[src/verilog/fp16_pkg.sv]
`default_nettype none

package fp16_pkg;

    // ~~~~~~~~~~~~~~~~~~~~~~~~~~~~~~~~~~~~~~~~~~~~~~~~~~~~~~~~~~~
    // binary16 field layout
    // ~~~~~~~~~~~~~~~~~~~~~~~~~~~~~~~~~~~~~~~~~~~~~~~~~~~~~~~~~~~

    localparam int exp_w    = 5;
    localparam int frac_w   = 10;
    localparam int word_w   = 1 + exp_w + frac_w;
    localparam int exp_bias = 15;

    localparam logic [exp_w-1:0] exp_max = '1;     // inf / nan exponent code

    typedef struct packed {
        logic              sign;
        logic [exp_w-1:0]  exp;
        logic [frac_w-1:0] frac;
    } fp16_fields_t;

    // raw view for constants and output, field view for decode
    typedef union packed {
        logic [word_w-1:0] raw;
        fp16_fields_t      fields;
    } fp16_word_t;

    // ~~~~~~~~~~~~~~~~~~~~~~~~~~~~~~~~~~~~~~~~~~~~~~~~~~~~~~~~~~~
    // fixed result patterns
    // ~~~~~~~~~~~~~~~~~~~~~~~~~~~~~~~~~~~~~~~~~~~~~~~~~~~~~~~~~~~

    localparam logic [word_w-1:0] nan_word  = 16'hFE00;  // canonical nan, sign set
    localparam logic [word_w-1:0] pinf_word = 16'h7C00;

    // unbiased exponent, wide enough for subnormal normalization
    typedef logic signed [exp_w+1:0] sexp_t;

    // mantissa with hidden bit
    typedef logic [frac_w:0] mant_t;

endpackage

`default_nettype wire

[src/verilog/sqrt_pkg.sv]
`default_nettype none

package sqrt_pkg;

    // one root bit per iteration
    localparam int sqrt_iters = 11;

    typedef logic [$clog2(sqrt_iters+1)-1:0] iter_count_t;

    // two radicand bits are consumed per step
    typedef logic [2*sqrt_iters-1:0] radicand_t;

    // remainder stays below twice the root plus the two new bits
    typedef logic [sqrt_iters+1:0] remainder_t;

    // same width as the mantissa with hidden bit
    typedef logic [sqrt_iters-1:0] root_t;

endpackage

`default_nettype wire
[src/verilog/fp16_result_packer.sv]
`timescale 1ns/1ns
`default_nettype none

module fp16_result_packer import fp16_pkg::*, sqrt_pkg::*; (
    input  wire             clk,
    input  wire             reset,
    input  wire             special_done,
    input  wire fp16_word_t special_word,
    input  wire             root_done,
    input  wire sexp_t      root_exp,
    input  wire root_t      root_mant,
    output fp16_word_t      result,
    output logic            done
);

    sexp_t      biased_exp;
    fp16_word_t computed;

    // ~~~~~~~~~~~~~~~~~~~~~~~~~~~~~~~~~~~~~~~~~~~~~~~~~~~~~~~~~~~
    // computed word
    // ~~~~~~~~~~~~~~~~~~~~~~~~~~~~~~~~~~~~~~~~~~~~~~~~~~~~~~~~~~~

    // halved exponent lands in [-12, 7], always a normal code
    assign biased_exp = root_exp + sexp_t'(exp_bias);

    always_comb begin
        computed.fields.sign = 1'b0;                       // root is never negative
        computed.fields.exp  = biased_exp[exp_w-1:0];
        computed.fields.frac = root_mant[frac_w-1:0];      // hidden bit dropped
    end

    // ~~~~~~~~~~~~~~~~~~~~~~~~~~~~~~~~~~~~~~~~~~~~~~~~~~~~~~~~~~~
    // output register
    // ~~~~~~~~~~~~~~~~~~~~~~~~~~~~~~~~~~~~~~~~~~~~~~~~~~~~~~~~~~~

    always_ff @(posedge clk) begin
        if (reset) begin
            result <= '0;
            done   <= 1'b0;
        end else begin
            done <= special_done | root_done;
            if (special_done) begin
                result <= special_word;
            end else if (root_done) begin
                result <= computed;
            end
        end
    end

    // busy gating upstream keeps the two sources apart
    a_single_source : assert property (
        @(posedge clk) disable iff (reset) !(special_done && root_done)
    );

endmodule

`default_nettype wire

[src/verilog/fp16_root_datapath.sv]
`timescale 1ns/1ns
`default_nettype none

module fp16_root_datapath import fp16_pkg::*, sqrt_pkg::*; (
    input  wire             clk,
    input  wire             reset,
    input  wire             root_start,
    input  wire fp16_word_t operand,
    output logic            busy,
    output logic            root_done,
    output sexp_t           root_exp,
    output root_t           root_mant
);

    logic [3:0]        lz;
    mant_t             norm_mant;
    sexp_t             norm_exp;
    logic              exp_odd;
    logic [frac_w+1:0] adj_mant;
    sexp_t             adj_exp;

    radicand_t   radicand;
    remainder_t  rem;
    root_t       root;
    iter_count_t count;

    remainder_t rem_shift;
    remainder_t trial;
    remainder_t rem_step;
    logic       can_sub;
    root_t      root_step;
    logic       last_iter;

    // leading zeros of a subnormal fraction, 10 when empty
    function automatic logic [3:0] lead_zeros(input logic [frac_w-1:0] frac);
        logic [3:0] n;
        logic       found;
        n     = 4'd0;
        found = 1'b0;
        for (int i = frac_w - 1; i >= 0; i--) begin
            if (!found) begin
                if (frac[i]) begin
                    found = 1'b1;
                end else begin
                    n = n + 4'd1;
                end
            end
        end
        return n;
    endfunction

    // ~~~~~~~~~~~~~~~~~~~~~~~~~~~~~~~~~~~~~~~~~~~~~~~~~~~~~~~~~~~
    // normalization and exponent adjust
    // ~~~~~~~~~~~~~~~~~~~~~~~~~~~~~~~~~~~~~~~~~~~~~~~~~~~~~~~~~~~

    assign lz = lead_zeros(operand.fields.frac);

    always_comb begin
        if (operand.fields.exp != '0) begin
            norm_mant = {1'b1, operand.fields.frac};
            norm_exp  = sexp_t'({2'b00, operand.fields.exp}) - sexp_t'(exp_bias);
        end else begin
            // subnormal: move the top set bit into the hidden position
            norm_mant = {1'b0, operand.fields.frac} << (lz + 4'd1);
            norm_exp  = sexp_t'(1 - exp_bias) - sexp_t'({3'b000, lz}) - sexp_t'(1);
        end
    end

    assign exp_odd  = norm_exp[0];
    assign adj_mant = exp_odd ? {norm_mant, 1'b0} : {1'b0, norm_mant};
    assign adj_exp  = exp_odd ? norm_exp - sexp_t'(1) : norm_exp;

    // ~~~~~~~~~~~~~~~~~~~~~~~~~~~~~~~~~~~~~~~~~~~~~~~~~~~~~~~~~~~
    // restoring root step
    // ~~~~~~~~~~~~~~~~~~~~~~~~~~~~~~~~~~~~~~~~~~~~~~~~~~~~~~~~~~~

    // bring down the next two radicand bits
    assign rem_shift = {rem[$bits(remainder_t)-3:0], radicand[$bits(radicand_t)-1 -: 2]};
    assign trial     = {root, 2'b01};         // 4*root + 1
    assign can_sub   = (rem_shift >= trial);
    assign rem_step  = can_sub ? rem_shift - trial : rem_shift;
    assign root_step = {root[$bits(root_t)-2:0], can_sub};

    assign last_iter = (count == iter_count_t'(1));

    // final step result goes straight to the packer
    assign root_done = busy & last_iter;
    assign root_mant = root_step;

    // ~~~~~~~~~~~~~~~~~~~~~~~~~~~~~~~~~~~~~~~~~~~~~~~~~~~~~~~~~~~
    // iteration control
    // ~~~~~~~~~~~~~~~~~~~~~~~~~~~~~~~~~~~~~~~~~~~~~~~~~~~~~~~~~~~

    always_ff @(posedge clk) begin
        if (reset) begin
            busy  <= 1'b0;
            count <= '0;
        end else if (root_start) begin
            busy  <= 1'b1;
            count <= iter_count_t'(sqrt_iters);
        end else if (busy) begin
            count <= count - 1'b1;
            if (last_iter) begin
                busy <= 1'b0;                 // drops together with root_done
            end
        end
    end

    always_ff @(posedge clk) begin
        if (root_start) begin
            radicand <= radicand_t'(adj_mant) << frac_w;
            rem      <= '0;
            root     <= '0;
            root_exp <= adj_exp >>> 1;        // exact, exponent is even here
        end else if (busy) begin
            radicand <= radicand << 2;
            rem      <= rem_step;
            root     <= root_step;
        end
    end

    // the special path must hold off new work while the loop runs
    a_no_start_busy : assert property (
        @(posedge clk) disable iff (reset) root_start |-> !busy
    );

    // normalized radicand in [1,4) always gives a root in [1,2)
    a_root_normal : assert property (
        @(posedge clk) disable iff (reset) root_done |-> root_mant[$bits(root_t)-1]
    );

endmodule

`default_nettype wire

[src/verilog/fp16_special_path.sv]
`timescale 1ns/1ns
`default_nettype none

module fp16_special_path import fp16_pkg::*; (
    input  wire             clk,
    input  wire             reset,
    input  wire             start,
    input  wire fp16_word_t operand,
    input  wire             busy,
    output logic            root_start,
    output logic            special_done,
    output fp16_word_t      special_word
);

    logic       exp_zero;
    logic       exp_ones;
    logic       frac_zero;
    logic       is_zero;
    logic       is_inf;
    logic       is_nan;
    logic       is_special;
    logic       accept;
    fp16_word_t special_next;

    // ~~~~~~~~~~~~~~~~~~~~~~~~~~~~~~~~~~~~~~~~~~~~~~~~~~~~~~~~~~~
    // operand classification
    // ~~~~~~~~~~~~~~~~~~~~~~~~~~~~~~~~~~~~~~~~~~~~~~~~~~~~~~~~~~~

    assign exp_zero  = (operand.fields.exp == '0);
    assign exp_ones  = (operand.fields.exp == exp_max);
    assign frac_zero = (operand.fields.frac == '0);

    assign is_zero = exp_zero & frac_zero;
    assign is_inf  = exp_ones & frac_zero;
    assign is_nan  = exp_ones & ~frac_zero;

    // any set sign outside zero ends up here as well (neg finite, -inf)
    assign is_special = is_zero | is_inf | is_nan | operand.fields.sign;

    assign accept     = start & ~busy;        // starts during a computation are dropped
    assign root_start = accept & ~is_special;

    // ~~~~~~~~~~~~~~~~~~~~~~~~~~~~~~~~~~~~~~~~~~~~~~~~~~~~~~~~~~~
    // special results
    // ~~~~~~~~~~~~~~~~~~~~~~~~~~~~~~~~~~~~~~~~~~~~~~~~~~~~~~~~~~~

    always_comb begin
        if (is_zero) begin
            special_next = operand;           // sqrt(-0) stays -0
        end else if (is_inf && !operand.fields.sign) begin
            special_next = pinf_word;
        end else begin
            special_next = nan_word;          // nan in, -inf, negative numbers
        end
    end

    always_ff @(posedge clk) begin
        if (reset) begin
            special_done <= 1'b0;
        end else begin
            special_done <= accept & is_special;
        end
    end

    always_ff @(posedge clk) begin
        if (accept && is_special) begin
            special_word <= special_next;
        end
    end

    // a special result and a new computation launch never overlap
    a_special_vs_root : assert property (
        @(posedge clk) disable iff (reset) !(special_done && root_start)
    );

endmodule

`default_nettype wire

[src/verilog/fp16_sqrt_unit.sv]
`timescale 1ns/1ns
`default_nettype none

module fp16_sqrt_unit import fp16_pkg::*; (
    input  wire             clk,
    input  wire             reset,
    input  wire             start,
    input  wire fp16_word_t operand,
    output wire             busy,
    output wire             done,
    output wire fp16_word_t result
);

    wire        root_start;
    wire        special_done;
    wire fp16_word_t special_word;
    wire        root_done;
    wire sexp_t root_exp;
    wire mant_t root_mant;           // root_t has the mantissa width

    // specials and start gating
    fp16_special_path u_special (
        .clk          (clk),
        .reset        (reset),
        .start        (start),
        .operand      (operand),
        .busy         (busy),
        .root_start   (root_start),
        .special_done (special_done),
        .special_word (special_word)
    );

    // bit-serial root of finite positive operands
    fp16_root_datapath u_root (
        .clk        (clk),
        .reset      (reset),
        .root_start (root_start),
        .operand    (operand),
        .busy       (busy),
        .root_done  (root_done),
        .root_exp   (root_exp),
        .root_mant  (root_mant)
    );

    fp16_result_packer u_packer (
        .clk          (clk),
        .reset        (reset),
        .special_done (special_done),
        .special_word (special_word),
        .root_done    (root_done),
        .root_exp     (root_exp),
        .root_mant    (root_mant),
        .result       (result),
        .done         (done)
    );

endmodule

`default_nettype wire

[config.mk]
export PLATFORM = sky130hd
export DESIGN_NAME = fp16_sqrt_unit
export DESIGN_NICKNAME = d
export VERILOG_FILES = /design/src/verilog/fp16_pkg.sv /design/src/verilog/sqrt_pkg.sv /design/src/verilog/fp16_result_packer.sv /design/src/verilog/fp16_root_datapath.sv /design/src/verilog/fp16_special_path.sv /design/src/verilog/fp16_sqrt_unit.sv
export SDC_FILE = /design/constraint.sdc
export NUM_CORES = 1
export LEC_CHECK = 0
export ABC_AREA = 1
export CORE_UTILIZATION = 57
export DETAILED_ROUTE_END_ITERATION = 16
export DONT_BUFFER_PORTS = 1
export HOLD_SLACK_MARGIN = 0.15
export PLACE_DENSITY = 0.81
export SYNTH_ARGS = -nofsm -noshare
export SYNTH_HDL_FRONTEND = slang
export SYNTH_SLANG_ARGS = --single-unit
[constraint.sdc]
create_clock -name clk -period 9.7 [get_ports clk]
set_input_delay 0 -clock clk [delete_from_list [all_inputs] [get_ports clk]]
set_output_delay 0 -clock clk [all_outputs]
set_load 0.02 [all_outputs]
==> flow_summary_export.csv <==
group,metric,value,unit
status,outcome,"finished, final reports clean",
yosys,synthArstFlopShare,0,%
critical_path,crit_slowest_cell,"dlygate4sd3_1",
detailed_routing,vias_per_cell,5.64,
timing,setup_viol,0,
layout,fin_nets,759,
yosys,synth-adder-area-share,7.19,%
floorplan,die_area,9240,µm²
yosys,synth_common_cells,"193 x nand2_1, 102 x inv_1, 55 x nand3_1",
floorplan,core,8380,µm²
yosys,synthTopCellsByArea,"edfxtp_1 20%, dfxtp_1 18%, nand2_1 14%",
clocking,cts_tree,"done",
timing,rsz0062_at_grt,"false",
clocking,cts_num_sinks,78,
yosys,muxShareOfSynthArea,0.198,%
clocking,clockBufferDepth,2,
floorplan,rows,33,
detailed_routing,routedWlPerCell,14.0,µm
yosys,yosysTopAreaCellShare,19.6,%
worst_hold_path,min_from,"operand[5]",
detailed_routing,wl,11.5,mm
clocking,cts_buffers,9,
detailed_routing,drc,0,
power_and_ir_drop,power.leakage,2.61,nW
timing,fin_setup_tns,0,ns
power_and_ir_drop,power.total,1.05,mW
floorplan,io_pins,37,
detailed_routing,ant_nets,0,
power_and_ir_drop,powerDensity,186,nW/µm²
layout,area_growth,11.8,%
yosys,synth-xor-area-share,2.43,%
detailed_routing,route.met3.wl,628,µm
worst_hold_path,holdPathEnd,"u_root.radicand[16]",
yosys,synth.largest_area_cell,"edfxtp_1",
global_routing,grt_remaining_overflow,0,
placed_design,pre_cts_ws,4.33,ns
detailed_routing,vias,4633,
timing,period_needed,5.58,ns
critical_path,critPathMaxFanout,13,
floorplan,start_util,60.2,%
yosys,yosysMostFrequentCell,"nand2_1",
timing,maxSlewViolCount,0,
detailed_routing,dr.max_layer_used,"met4",
layout,post-route-cell-area,5650,µm²
yosys,ys.flop_type,"dfxtp_1",
yosys,seq_area_frac_synth,37.5,%
floorplan,chipHeight,96.1,µm
floorplan,die_w,96.1,µm
yosys,yosys_register_bits,78,
timing,tightest_slew,1.17,ns
flow_run,maxCapViolCount,0,
critical_path,cp.required,9.81,ns
global_routing,grt_pass1_vias,4393,
yosys,synth_top_family_by_area,"simple AND/OR/NAND/NOR gates",
critical_path,slowest_delay,0.55,ns
timing,worst_slack,4.12,ns
detailed_routing,wl_met2,5.68,mm
critical_path,worstReg2RegEnd,"u_root.rem[8]",
clocking,clk_pin_slew,0.09,ns
global_routing,track_usage,26.5,%
yosys,synth_compound_area_share,13.2,%
yosys,synthSimpleGateAreaFrac,29.3,%
critical_path,crit_type,"input pin to register",
clocking,postCtsResizedCells,0,
yosys,syn_inst,686,
placed_design,gp_congestion,0.935,
clocking,clock_latency,0.35,ns
timing,slew_headroom,21.6,%
timing,period_share,57.6,%
timing,clock.fmax,179,MHz
worst_hold_path,hold_path.class,"input pin to register",
critical_path,rr_startpoint,"u_root.root[0]",
worst_hold_path,min_delay_path_depth,4,
global_routing,antenna_found_initial,0,
yosys,syn_area_per_cell,7.36,µm²
placed_design,dpl.hpwl,8.16,mm
critical_path,worst_setup_path_end_kind,"register",
detailed_routing,wl_met1,4.90,mm
detailed_routing,drtPass1Iterations,5,
clocking,htree_levels,3,
yosys,synth_edf_count,33,
placed_design,post_dp_cell_area,5130,µm²
timing,final.setup_skew,0.00754,ns
detailed_routing,drt-initial-drc-count,299,
timing,final_hold_viol_count,0,
clocking,root_buffer,"clkbuf_8",
yosys,yosys_warnings,0,
yosys,syn-cell-area,5050,µm²
global_routing,grt_max_degree,26,
critical_path,start_kind,"input pin",
critical_path,rr_worst_depth,13,
critical_path,critPathArrivalTime,5.69,ns
critical_path,rrSetupSlack,6.62,ns
placed_design,portBuffers,0,
power_and_ir_drop,ir_drop,98.8,µV
yosys,ys_types,47,
global_routing,grt_pass1_wl,19.1,mm
layout,drive_gt1_share,7.68,%
critical_path,crit_top_cell,"nand2_1",
layout,insertedDiodeCount,0,
-- cell families (layout without fill, tap and decap cells) --
logic type | count (synthesis) | after routing
AOI/OAI and AO/OA | 108 | 108
xor gates and xnor gates | 14 | 14
adders and majority gates | 29 | 29
buffers and inverters | 132 | 154
DFF | 78 | 78
muxes | 1 | 1
other | 1 | 9
and+or+nand+nor | 323 | 323
-- cells in the final DEF, fill, tap and decap left out, types with 17 or more instances in the layout --
cell	Yosys	final
inv_1	102	102
edfxtp_1	33	33
dfxtp_1	45	45
nand2_1	193	193
ha_1	29	29
nor2_1	34	34
nand3_1	55	55
dlygate4sd3_1	0	26
a21oi_1	17	17
o21ai_0	31	31
-- critical path: cells and delay by family --
kind                       cells  cell delay [ns]
and+or+nand+nor               17             1.34
buffers and inverters          9             1.13
adders and majority gates      8             2.42
AOI/OAI and AO/OA              6             0.80
-- timing repair --
item,4_1_cts,5_1_grt
hold buffers,26,0
buffers inserted,0,0
endpoints found under the hold margin,51,0
-- power breakdown --
group	leakage, nW	internal [mW]	switching [mW]
logic	1.82	0.131	0.209
clock network	0.126	0.178	0.127
registers	0.671	0.378	0.0265
-- through the flow --
| stage | instances | util, % | hold WS, ns |
|---|---|---|---|
| 2_1_floorplan | 694 | - | 0.183 |
| 3_3_place_gp | 779 | 61.2 | 0.0706 |
| 3_5_place_dp | 779 | 61.2 | 0.0728 |
| 4_1_cts | 821 | 67.4 | 0.159 |
| 5_1_grt | 821 | 67.4 | 0.204 |
| 6_report | 821 | 67.4 | 0.174 |
-- how the worst max path moves through the flow --
stage | startpoint | end | slack (ns) | depth (start not counted)
after floorplan | operand[8] | u_root.radicand[20] | 4.70 | 39
after global placement | operand[8] | u_root.radicand[20] | 4.53 | 39
after detailed placement | operand[8] | u_root.radicand[19] | 4.33 | 39
after CTS | operand[8] | u_root.radicand[19] | 4.15 | 40
after global routing | operand[8] | u_root.radicand[19] | 3.65 | 40
final | operand[8] | u_root.radicand[19] | 4.12 | 40
-- per-layer routing --
| layer | vias to the layer above | GRT usage [%] |
|---|---|---|
| met5 | - | 0 |
| met4 | 0 | 12.3 |
| met3 | 36 | 3.95 |
| met2 | 171 | 46.7 |
| met1 | 2134 | 31.5 |
| li1 | 2292 | - |
-- cell type report --
type                    count  area [µm²]
multi-input cells         484        2680
repair buffers             27         268
fillers                   690        2730
clock buffers              11         174
inverters                 111         417
well taps                 105         131
flip-flops and latches     78        1890
clock inverters             5        85.1
-- registers in the layout, summed over array words and instances (netlist names) --
register	flops
u_packer.done	1
u_packer.result	16
u_root.busy	1
u_root.count	4
u_root.radicand	12
u_root.rem	11
u_root.root	11
u_root.root_exp	5
u_special.special_done	1
u_special.special_word	16
Power figures use the tool's default switching activity.
